[config.mk]
export PLATFORM = sky130hd
export DESIGN_NAME = sb_top
export DESIGN_NICKNAME = d
export VERILOG_FILES = /design/src/sb_pkg.sv /design/src/wb_port_if.sv /design/src/issue_port_if.sv /design/src/sb_top.sv /design/src/operand_status.sv /design/src/scoreboard.sv /design/src/regfile_4r2w.sv /design/src/issue_alloc.sv
export VERILOG_INCLUDE_DIRS = /design/src
export SDC_FILE = /design/constraint.sdc
export NUM_CORES = 1
export LEC_CHECK = 0
export BUFFER_PORTS_ARGS = -buffer_cell sky130_fd_sc_hd__buf_2
export CAP_MARGIN = 20
export CELL_PAD_IN_SITES_DETAIL_PLACEMENT = 0
export CELL_PAD_IN_SITES_GLOBAL_PLACEMENT = 1
export CORE_MARGIN = 2
export CORE_UTILIZATION = 45
export CTS_BUF_LIST = sky130_fd_sc_hd__clkbuf_16
export CTS_CLUSTER_SIZE = 16
export DETAILED_ROUTE_END_ITERATION = 16
export PLACE_DENSITY = 0.81
export SLEW_MARGIN = 10
export SYNTH_ARGS = -nofsm -noshare
export SYNTH_HDL_FRONTEND = slang
export SYNTH_SLANG_ARGS = --single-unit
export TNS_END_PERCENT = 10
[constraint.sdc]
create_clock -name clk -period 1.9 [get_ports clk]
set_input_delay 0.095 -clock clk [delete_from_list [all_inputs] [get_ports clk]]
set_output_delay 0.095 -clock clk [all_outputs]
set_load 0.02 [all_outputs]
[src/sb_defs.svh]
/*
  Sizing macros for the register scoreboard.
  Include this wherever a port width or array depth is needed; the
  type definitions built on these live in sb_pkg.
*/
`ifndef SB_DEFS_SVH
`define SB_DEFS_SVH

// architectural register file
`define SB_NUM_REGS 32
`define SB_REG_ADDR_W 5

// shared issue timer, value 0 is the "ready" tag
`define SB_TID_W 3

// source operand lookups per cycle
`define SB_RD_PORTS 4

// issue lanes, also the number of writeback ports
`define SB_ISSUE_W 2

`endif
[src/sb_pkg.sv]
/*
  Types shared by the scoreboard blocks and the testbench.
  Import with a wildcard in the module header; sizes come from the
  macros in sb_defs.svh.
*/
`default_nettype none

`include "sb_defs.svh"

package sb_pkg;

  // architectural register number
  typedef logic [`SB_REG_ADDR_W-1:0] reg_addr_t;

  // issue timer value
  // 0 never comes out of the allocator and means data ready
  typedef logic [`SB_TID_W-1:0] tid_t;

  // tag handed to each issued instruction
  // lane is the low bit, so the tag reads as {tid, lane}
  typedef struct packed {
    tid_t tid;
    logic lane;
  } issue_tag_t;

endpackage

`default_nettype wire

[src/wb_port_if.sv]
/*
  Writeback ports into the commit board.
  The source side drives address, timer and valid; the board forms
  its own write enables with register 0 masked.
*/
`timescale 1ns/1ns
`default_nettype none

`include "sb_defs.svh"

interface wb_port_if import sb_pkg::*; ();

  reg_addr_t [`SB_ISSUE_W-1:0] wb_addr;
  tid_t [`SB_ISSUE_W-1:0] wb_tid;
  logic [`SB_ISSUE_W-1:0] wb_valid;
  logic [`SB_ISSUE_W-1:0] wb_en;

  modport src (
    output wb_addr,
    output wb_tid,
    output wb_valid
  );

  modport board (
    input  wb_addr,
    input  wb_tid,
    input  wb_valid,
    output wb_en
  );

endinterface

`default_nettype wire

[src/issue_port_if.sv]
/*
  Issue bundle between the allocator and the scoreboard.
  The top level drives the read addresses, issue strobes and write
  addresses; the allocator adds the tags and the masked write enables.
  All strobes are single-cycle levels, there is no handshake.
*/
`timescale 1ns/1ns
`default_nettype none

`include "sb_defs.svh"

interface issue_port_if import sb_pkg::*; ();

  // source operand lookups, straight from the top
  reg_addr_t [`SB_RD_PORTS-1:0] rd_addr;

  // per-lane issue
  logic [`SB_ISSUE_W-1:0] issue;
  reg_addr_t [`SB_ISSUE_W-1:0] wr_addr;
  issue_tag_t [`SB_ISSUE_W-1:0] wr_tag;
  // issue with register 0 masked off
  logic [`SB_ISSUE_W-1:0] wr_en;

  modport alloc (
    input  issue,
    input  wr_addr,
    output wr_tag,
    output wr_en
  );

  modport board (
    input rd_addr,
    input issue,
    input wr_addr,
    input wr_tag,
    input wr_en
  );

endinterface

`default_nettype wire

[src/sb_top.sv]
/*
  Top level of the register scoreboard.
  Plain ports on the outside; inside, the issue bundle and the
  writeback ports travel as interfaces between allocator, boards and
  status logic. Lookups are combinational, issues and writebacks show
  up from the next cycle. The block never stalls.
*/
`timescale 1ns/1ns
`default_nettype none

`include "sb_defs.svh"

module sb_top import sb_pkg::*; (
  input  logic clk,
  input  logic rst_n,
  // operand lookups
  input  reg_addr_t  [`SB_RD_PORTS-1:0] rd_addr_i,
  // issue
  input  logic       [`SB_ISSUE_W-1:0]  issue_i,
  input  reg_addr_t  [`SB_ISSUE_W-1:0]  wr_addr_i,
  output issue_tag_t [`SB_ISSUE_W-1:0]  wr_tag_o,
  // writeback
  input  reg_addr_t  [`SB_ISSUE_W-1:0]  wb_addr_i,
  input  tid_t       [`SB_ISSUE_W-1:0]  wb_tid_i,
  input  logic       [`SB_ISSUE_W-1:0]  wb_valid_i,
  // operand status
  output issue_tag_t [`SB_RD_PORTS-1:0] rd_tag_o,
  output logic       [`SB_RD_PORTS-1:0] rd_ready_o,
  output logic       [`SB_RD_PORTS-1:0] rd_fwd_lane_o
);

  issue_port_if issue_if ();
  wb_port_if wb_if ();

  tid_t [`SB_RD_PORTS-1:0] commit_tid;

  // outside world into the interfaces
  assign issue_if.rd_addr = rd_addr_i;
  assign issue_if.issue = issue_i;
  assign issue_if.wr_addr = wr_addr_i;
  assign wr_tag_o = issue_if.wr_tag;

  assign wb_if.wb_addr = wb_addr_i;
  assign wb_if.wb_tid = wb_tid_i;
  assign wb_if.wb_valid = wb_valid_i;

  issue_alloc u_issue_alloc (
    .clk   (clk),
    .rst_n (rst_n),
    .ports (issue_if.alloc)
  );

  scoreboard u_scoreboard (
    .clk          (clk),
    .rst_n        (rst_n),
    .ports        (issue_if.board),
    .wb           (wb_if.board),
    .issue_tag_o  (rd_tag_o),
    .commit_tid_o (commit_tid)
  );

  operand_status u_operand_status (
    .issue_tag_i  (rd_tag_o),
    .commit_tid_i (commit_tid),
    .ready_o      (rd_ready_o),
    .fwd_lane_o   (rd_fwd_lane_o)
  );

endmodule

`default_nettype wire

[src/operand_status.sv]
/*
  Output side of the scoreboard.
  For each source operand, compares the timer part of its issue tag
  with the commit board entry. A match means the value is in the
  register file; otherwise the lane bit of the tag names the pipeline
  that will forward it.
*/
`timescale 1ns/1ns
`default_nettype none

`include "sb_defs.svh"

module operand_status import sb_pkg::*; (
  input  issue_tag_t [`SB_RD_PORTS-1:0] issue_tag_i,
  input  tid_t       [`SB_RD_PORTS-1:0] commit_tid_i,
  output logic       [`SB_RD_PORTS-1:0] ready_o,
  output logic       [`SB_RD_PORTS-1:0] fwd_lane_o
);

  always_comb begin
    for (int r = 0; r < `SB_RD_PORTS; r++) begin
      // latest writer already written back
      ready_o[r] = (issue_tag_i[r].tid == commit_tid_i[r]);
      // lane only means something while pending
      if (ready_o[r]) begin
        fwd_lane_o[r] = 1'b0;
      end else begin
        fwd_lane_o[r] = issue_tag_i[r].lane;
      end
    end
  end

endmodule

`default_nettype wire

[src/scoreboard.sv]
/*
  Processing part of the scoreboard.
  The issue board keeps the tag of the latest writer of each register,
  the commit board the timer of the latest writeback. Both are looked
  up with the same four source addresses and the raw entries go to the
  status logic. Lookups are combinational, writes land at the next edge.
*/
`timescale 1ns/1ns
`default_nettype none

`include "sb_defs.svh"

module scoreboard import sb_pkg::*; (
  input  logic clk,
  input  logic rst_n,
  issue_port_if.board ports,
  wb_port_if.board wb,
  output issue_tag_t [`SB_RD_PORTS-1:0] issue_tag_o,
  output tid_t       [`SB_RD_PORTS-1:0] commit_tid_o
);

  // writeback to register 0 is dropped
  for (genvar p = 0; p < `SB_ISSUE_W; p++) begin : g_wb_en
    assign wb.wb_en[p] = wb.wb_valid[p] && (wb.wb_addr[p] != '0);
  end

  // tag of the latest issued writer
  regfile_4r2w #(
    .payload_t (issue_tag_t)
  ) issue_board (
    .clk   (clk),
    .rst_n (rst_n),
    .ra_i  (ports.rd_addr),
    .rd_o  (issue_tag_o),
    .wa_i  (ports.wr_addr),
    .wd_i  (ports.wr_tag),
    .we_i  (ports.wr_en)
  );

  // timer of the latest writeback
  regfile_4r2w #(
    .payload_t (tid_t)
  ) commit_board (
    .clk   (clk),
    .rst_n (rst_n),
    .ra_i  (ports.rd_addr),
    .rd_o  (commit_tid_o),
    .wa_i  (wb.wb_addr),
    .wd_i  (wb.wb_tid),
    .we_i  (wb.wb_en)
  );

endmodule

`default_nettype wire

[src/regfile_4r2w.sv]
/*
  Small register file with four combinational read ports and two
  write ports, written at the rising clock.
  The payload type is a parameter so the same block holds issue tags
  or commit timers. All entries clear to zero at reset. On a write
  collision to one address, port 1 wins.
*/
`timescale 1ns/1ns
`default_nettype none

`include "sb_defs.svh"

module regfile_4r2w import sb_pkg::*; #(
  parameter type payload_t = logic [3:0]
) (
  input  logic clk,
  input  logic rst_n,
  // read side
  input  reg_addr_t [`SB_RD_PORTS-1:0] ra_i,
  output payload_t  [`SB_RD_PORTS-1:0] rd_o,
  // write side
  input  reg_addr_t [`SB_ISSUE_W-1:0] wa_i,
  input  payload_t  [`SB_ISSUE_W-1:0] wd_i,
  input  logic      [`SB_ISSUE_W-1:0] we_i
);

  payload_t [`SB_NUM_REGS-1:0] mem_q;

  // reads see the old entry during a same-cycle write
  for (genvar r = 0; r < `SB_RD_PORTS; r++) begin : g_rd
    assign rd_o[r] = mem_q[ra_i[r]];
  end

  always_ff @(posedge clk) begin
    if (!rst_n) begin
      for (int i = 0; i < `SB_NUM_REGS; i++) begin
        mem_q[i] <= '0;
      end
    end else begin
      // ascending order so the higher port lands last
      for (int w = 0; w < `SB_ISSUE_W; w++) begin
        if (we_i[w]) begin
          mem_q[wa_i[w]] <= wd_i[w];
        end
      end
    end
  end

endmodule

`default_nettype wire

[src/issue_alloc.sv]
/*
  Issue side of the scoreboard.
  Keeps the single issue timer shared by both lanes and turns each
  issue into a tag {timer, lane} plus a write enable for the issue
  board. The timer counts 1..7 and never shows 0, which is reserved
  for operands that need no forwarding.
*/
`timescale 1ns/1ns
`default_nettype none

`include "sb_defs.svh"

module issue_alloc import sb_pkg::*; (
  input logic clk,
  input logic rst_n,
  issue_port_if.alloc ports
);

  tid_t timer_q;
  tid_t timer_d;

  // advance on any issue, 7 wraps back to 1
  always_comb begin
    timer_d = timer_q;
    if (|ports.issue) begin
      if (timer_q == '1) begin
        timer_d = tid_t'(1);
      end else begin
        timer_d = timer_q + tid_t'(1);
      end
    end
  end

  always_ff @(posedge clk) begin
    if (!rst_n) begin
      timer_q <= tid_t'(1);
    end else begin
      timer_q <= timer_d;
    end
  end

  // both lanes share this cycle's timer and differ only in lane
  for (genvar l = 0; l < `SB_ISSUE_W; l++) begin : g_lane
    assign ports.wr_tag[l].tid = timer_q;
    assign ports.wr_tag[l].lane = 1'(l);
    // register 0 is hardwired, never tracked
    assign ports.wr_en[l] = ports.issue[l] && (ports.wr_addr[l] != '0);
  end

endmodule

`default_nettype wire

==> summary.txt <==
Synth
  • Synth area leader: mux4_2
  • Synth Cell Area: 17700 um2
  • Unique masters post-synth: 62
  • Synthesized flop and latch total: 227
  • Top post-synthesis cells by area: mux4_2, dfxtp_1, nand2_1, mux2i_1, nand3_1
  • Ys Warns: 0
  • Post-Syn Instances: 1796
  • Top_reg_cell synth: dfxtp_1
  • Synth async-reset ratio: 0%
  • Syn_nets: 1850
  • Avg Cell Area, Syn: 9.86 um2
  • Top cell type's share of synthesized area: 27.2%
  • Post-synthesis sequential area ratio: 25.7%
  • Post-synth EDFFs: 0

Worst setup path
  • Crit path capture type: primary output
  • CP arrival: 2.96 ns
  • Path depth of the worst reg2reg path: 4
  • Req. time, crit path: 1.80 ns
  • Critical Path Fanout Max: 5
  • Reg-to-reg endpoint: u_issue_alloc.timer_q[0]
  • CP startpoint kind: flip-flop
  • Flop2flop setup slack: 0.43 ns
  • Crit path max-delay family: multiplexers
  • Buf+Inv Stages, Crit Path: 1
  • CP max stage delay: 0.53 ns
  • CP max stage cell: mux4_1
  • Critical path, cell by cell: mux4_1 > mux2_2 > and3_1 > nor4_4 > xnor2_2 > o31a_1 > buf_6
  • Setup CP Type: reg -> out
  • Stages on worst setup path: 7
  • R2r startpoint: u_issue_alloc.timer_q[0]

Power and ir drop
  • Clock share of power: 42.8%
  • Switch Pwr: 0.00369 W
  • Worst VDD drop: 0.600 mV
  • Seq pwr share: 38.1%
  • Leak pwr: 9.88 nW
  • Power per Cell Area: 574 nW/um2
  • Pint: 0.00933 W
  • Gate power share: 19.1%
  • Net Sw Frac: 28.4%

Route
  • Detailed Route Iter0 Violations: 2356
  • Routed wire length: 73.3 mm
  • Avg WL per Cell: 27.2 um
  • Post-DRT Antenna Nets: 0
  • Vias per cell: 6.52
  • Vias: 17577
  • DRC Markers: 0
  • DRT Pass-1 Iters: 6

Timing
  • Slew HR: 45.1%
  • Fmax: 328 MHz
  • Final min period: 3.05 ns
  • Slew @ Worst Pin: 0.823 ns
  • RSZ-0062 raised after global routing: true
  • Slew Viols, Final: 0
  • Final setup TNS: -17.99 ns
  • Worst hold margin: 0.0717 ns
  • Setup Skew: 0.00851 ns
  • Tcrit/Tclk final: 161%
  • Final worst slack: -1.15 ns
  • Count of final setup violators: 24
  • Final hold violation count: 0

Global route
  • GRT Overall Usage: 35.6%
  • Vias in the first global route: 16884
  • First-pass GRT wire length: 109 mm
  • Total gr overflow: 0
  • Largest net degree at the start of global routing: 85
  • Initial antenna violation count: 1

Final layout
  • Share of layout cells above drive strength 1: 39.7%
  • FILL cells: 3400
  • Area grow syn2layout: 28.2%
  • # nets final: 2212
  • Commonest non-fill, non-tap cell in the layout: nand2_1
  • Layout Cells excl Fill: 2695
  • Commonest non-fill, non-tap cells in the layout: nand2_1, buf_4, mux4_2
  • Post-route cell area: 22700 um2

Clock tree
  • CTS tree: built
  • CTS clk-pin slew, worst paths: 0.06 ns
  • Num CTS Buffers: 27
  • CTS Sinks: 227
  • H-tree Lvls: 1
  • CTS Buffer Depth: 3
  • Worst-skew pair later-pin latency: 0.55 ns
  • CTS root buffer: clkbuf_16

Placed design
  • Gpl congestion: 1.10
  • Post-Place Cell Area: 21300 um2
  • # port buffers: 81
  • Dpl ws: -0.678 ns
  • Placed Cells: 2639
  • Post-DP HPWL: 56.3 mm

Worst hold path
  • Hold Path Origin: wr_addr_i[5]
  • Hold Path Cell Cnt: 5
  • Min-Delay Endpoint: u_scoreboard.issue_board.mem_q[8]
  • Hold crit path type: in -> reg

Die
  • Initial Utilization: 45.7%
  • Die height: 202 um
  • Std-Cell Rows: 72
  • Die ar.: 41000 um2
  • Io pins: 84
  • Die width: 202 um
  • CORE AREA: 38700 um2

Outcome
  • Failing checks: setup timing
  • Run status: finished with violations

Flow run
  • Max-cap check violation count: 0
[final cells by class]
| type | instances | area [um2] | area share, % |
|---|---|---|---|
| multi-input combinational | 1402 | 12600 | 55.4 |
| sequential | 227 | 4620 | 20.4 |
| timing repair buffer | 483 | 3860 | 17.0 |
| clock buffer | 27 | 676 | 2.98 |
| tap | 518 | 648 | 2.86 |
| clock inverter | 20 | 255 | 1.12 |
| inverter | 17 | 63.8 | 0.281 |
| antenna | 1 | 2.50 | 0.0110 |
[synth_stat cells, types with 11 or more instances]
master	number
mux2i_1	107
mux4_2	214
buf_4	20
a21oi_1	16
a21boi_0	109
mux2_2	21
clkbuf_1	87
and3_1	12
nor3_1	16
nor2_1	35
mux4_1	11
o211a_1	93
a22oi_1	14
o211ai_1	13
o21ai_0	28
nor2b_1	30
dfxtp_1	227
buf_2	27
nor3b_1	15
nand3_1	198
nand2_1	378
[worst reg2reg max path, stage by stage (launching register included)]
cell and delay, ns:
dfxtp_1 0.33, buf_4 0.20, nor3_1 0.20, dlygate4sd3_1 0.57, o21ai_0 0.06
[how the worst max path moves through the flow]
stage | startpoint | end | slack (ns)
global placement | rd_addr_i[15] | rd_fwd_lane_o[3] | -0.67
global route | u_scoreboard.commit_board.mem_q[52] | rd_fwd_lane_o[3] | -1.18
finish | u_scoreboard.commit_board.mem_q[49] | rd_fwd_lane_o[3] | -1.15
floorplan | u_scoreboard.issue_board.mem_q[79] | rd_fwd_lane_o[3] | -0.30
detailed placement | rd_addr_i[15] | rd_fwd_lane_o[3] | -0.68
CTS | u_scoreboard.issue_board.mem_q[71] | rd_fwd_lane_o[3] | -1.09
[power by group through the flow]
stage          sequential, W  clock (W)  combinational, W
2_1_floorplan        0.00502          0           0.00132
3_3_place_gp         0.00506          0           0.00234
3_5_place_dp         0.00506          0           0.00236
6_report             0.00496    0.00557           0.00248
5_1_grt              0.00496    0.00582           0.00260
4_1_cts              0.00495    0.00562           0.00242
[routing by layer]
metal / wire, um / GRT usage (%) / vias up / share of wire [%]
li1: - / - / 7579 / -
met1: 30000 / 51.1 / 8697 / 41
met2: 31800 / 53.1 / 1138 / 43
met3: 8840 / 8.61 / 163 / 12
met4: 2630 / 11.1 / 0 / 3.6
met5: 0 / 0 / - / 0
[state kept, by name, indices dropped and copies added, names as in the netlist]
register and cells:
u_scoreboard.issue_board.mem_q 128, u_issue_alloc.timer_q 3, u_scoreboard.commit_board.mem_q 96
[metrics by stage]
step           util, %  power (W)
2_1_floorplan        -    0.00633
3_3_place_gp      55.1    0.00739
3_5_place_dp      55.1    0.00742
4_1_cts           58.4     0.0130
5_1_grt           58.6     0.0134
6_report          58.6     0.0130
[cell families after synthesis]
logic type / after synthesis / share of synthesized area (%)
AND/OR/NAND/NOR: 729 / 18.9
multiplexers: 354 / 36.4
AO/OA/AOI/OAI: 303 / 13.6
flip-flops: 227 / 25.7
buffers and inverters: 167 / 4.73
XOR/XNOR: 12 / 0.593
adder cells (fa/ha/maj): 2 / 0.141
other: 2 / 0.0424
[timing repair]
action	CTS	global route
setup buffers	2	0
resized for setup	112	23
setup endpoints to repair	24	24
pin swaps	15	4
hold buffers	7	0
endpoints found under the hold margin	32	0
Power figures use the tool's default switching activity.
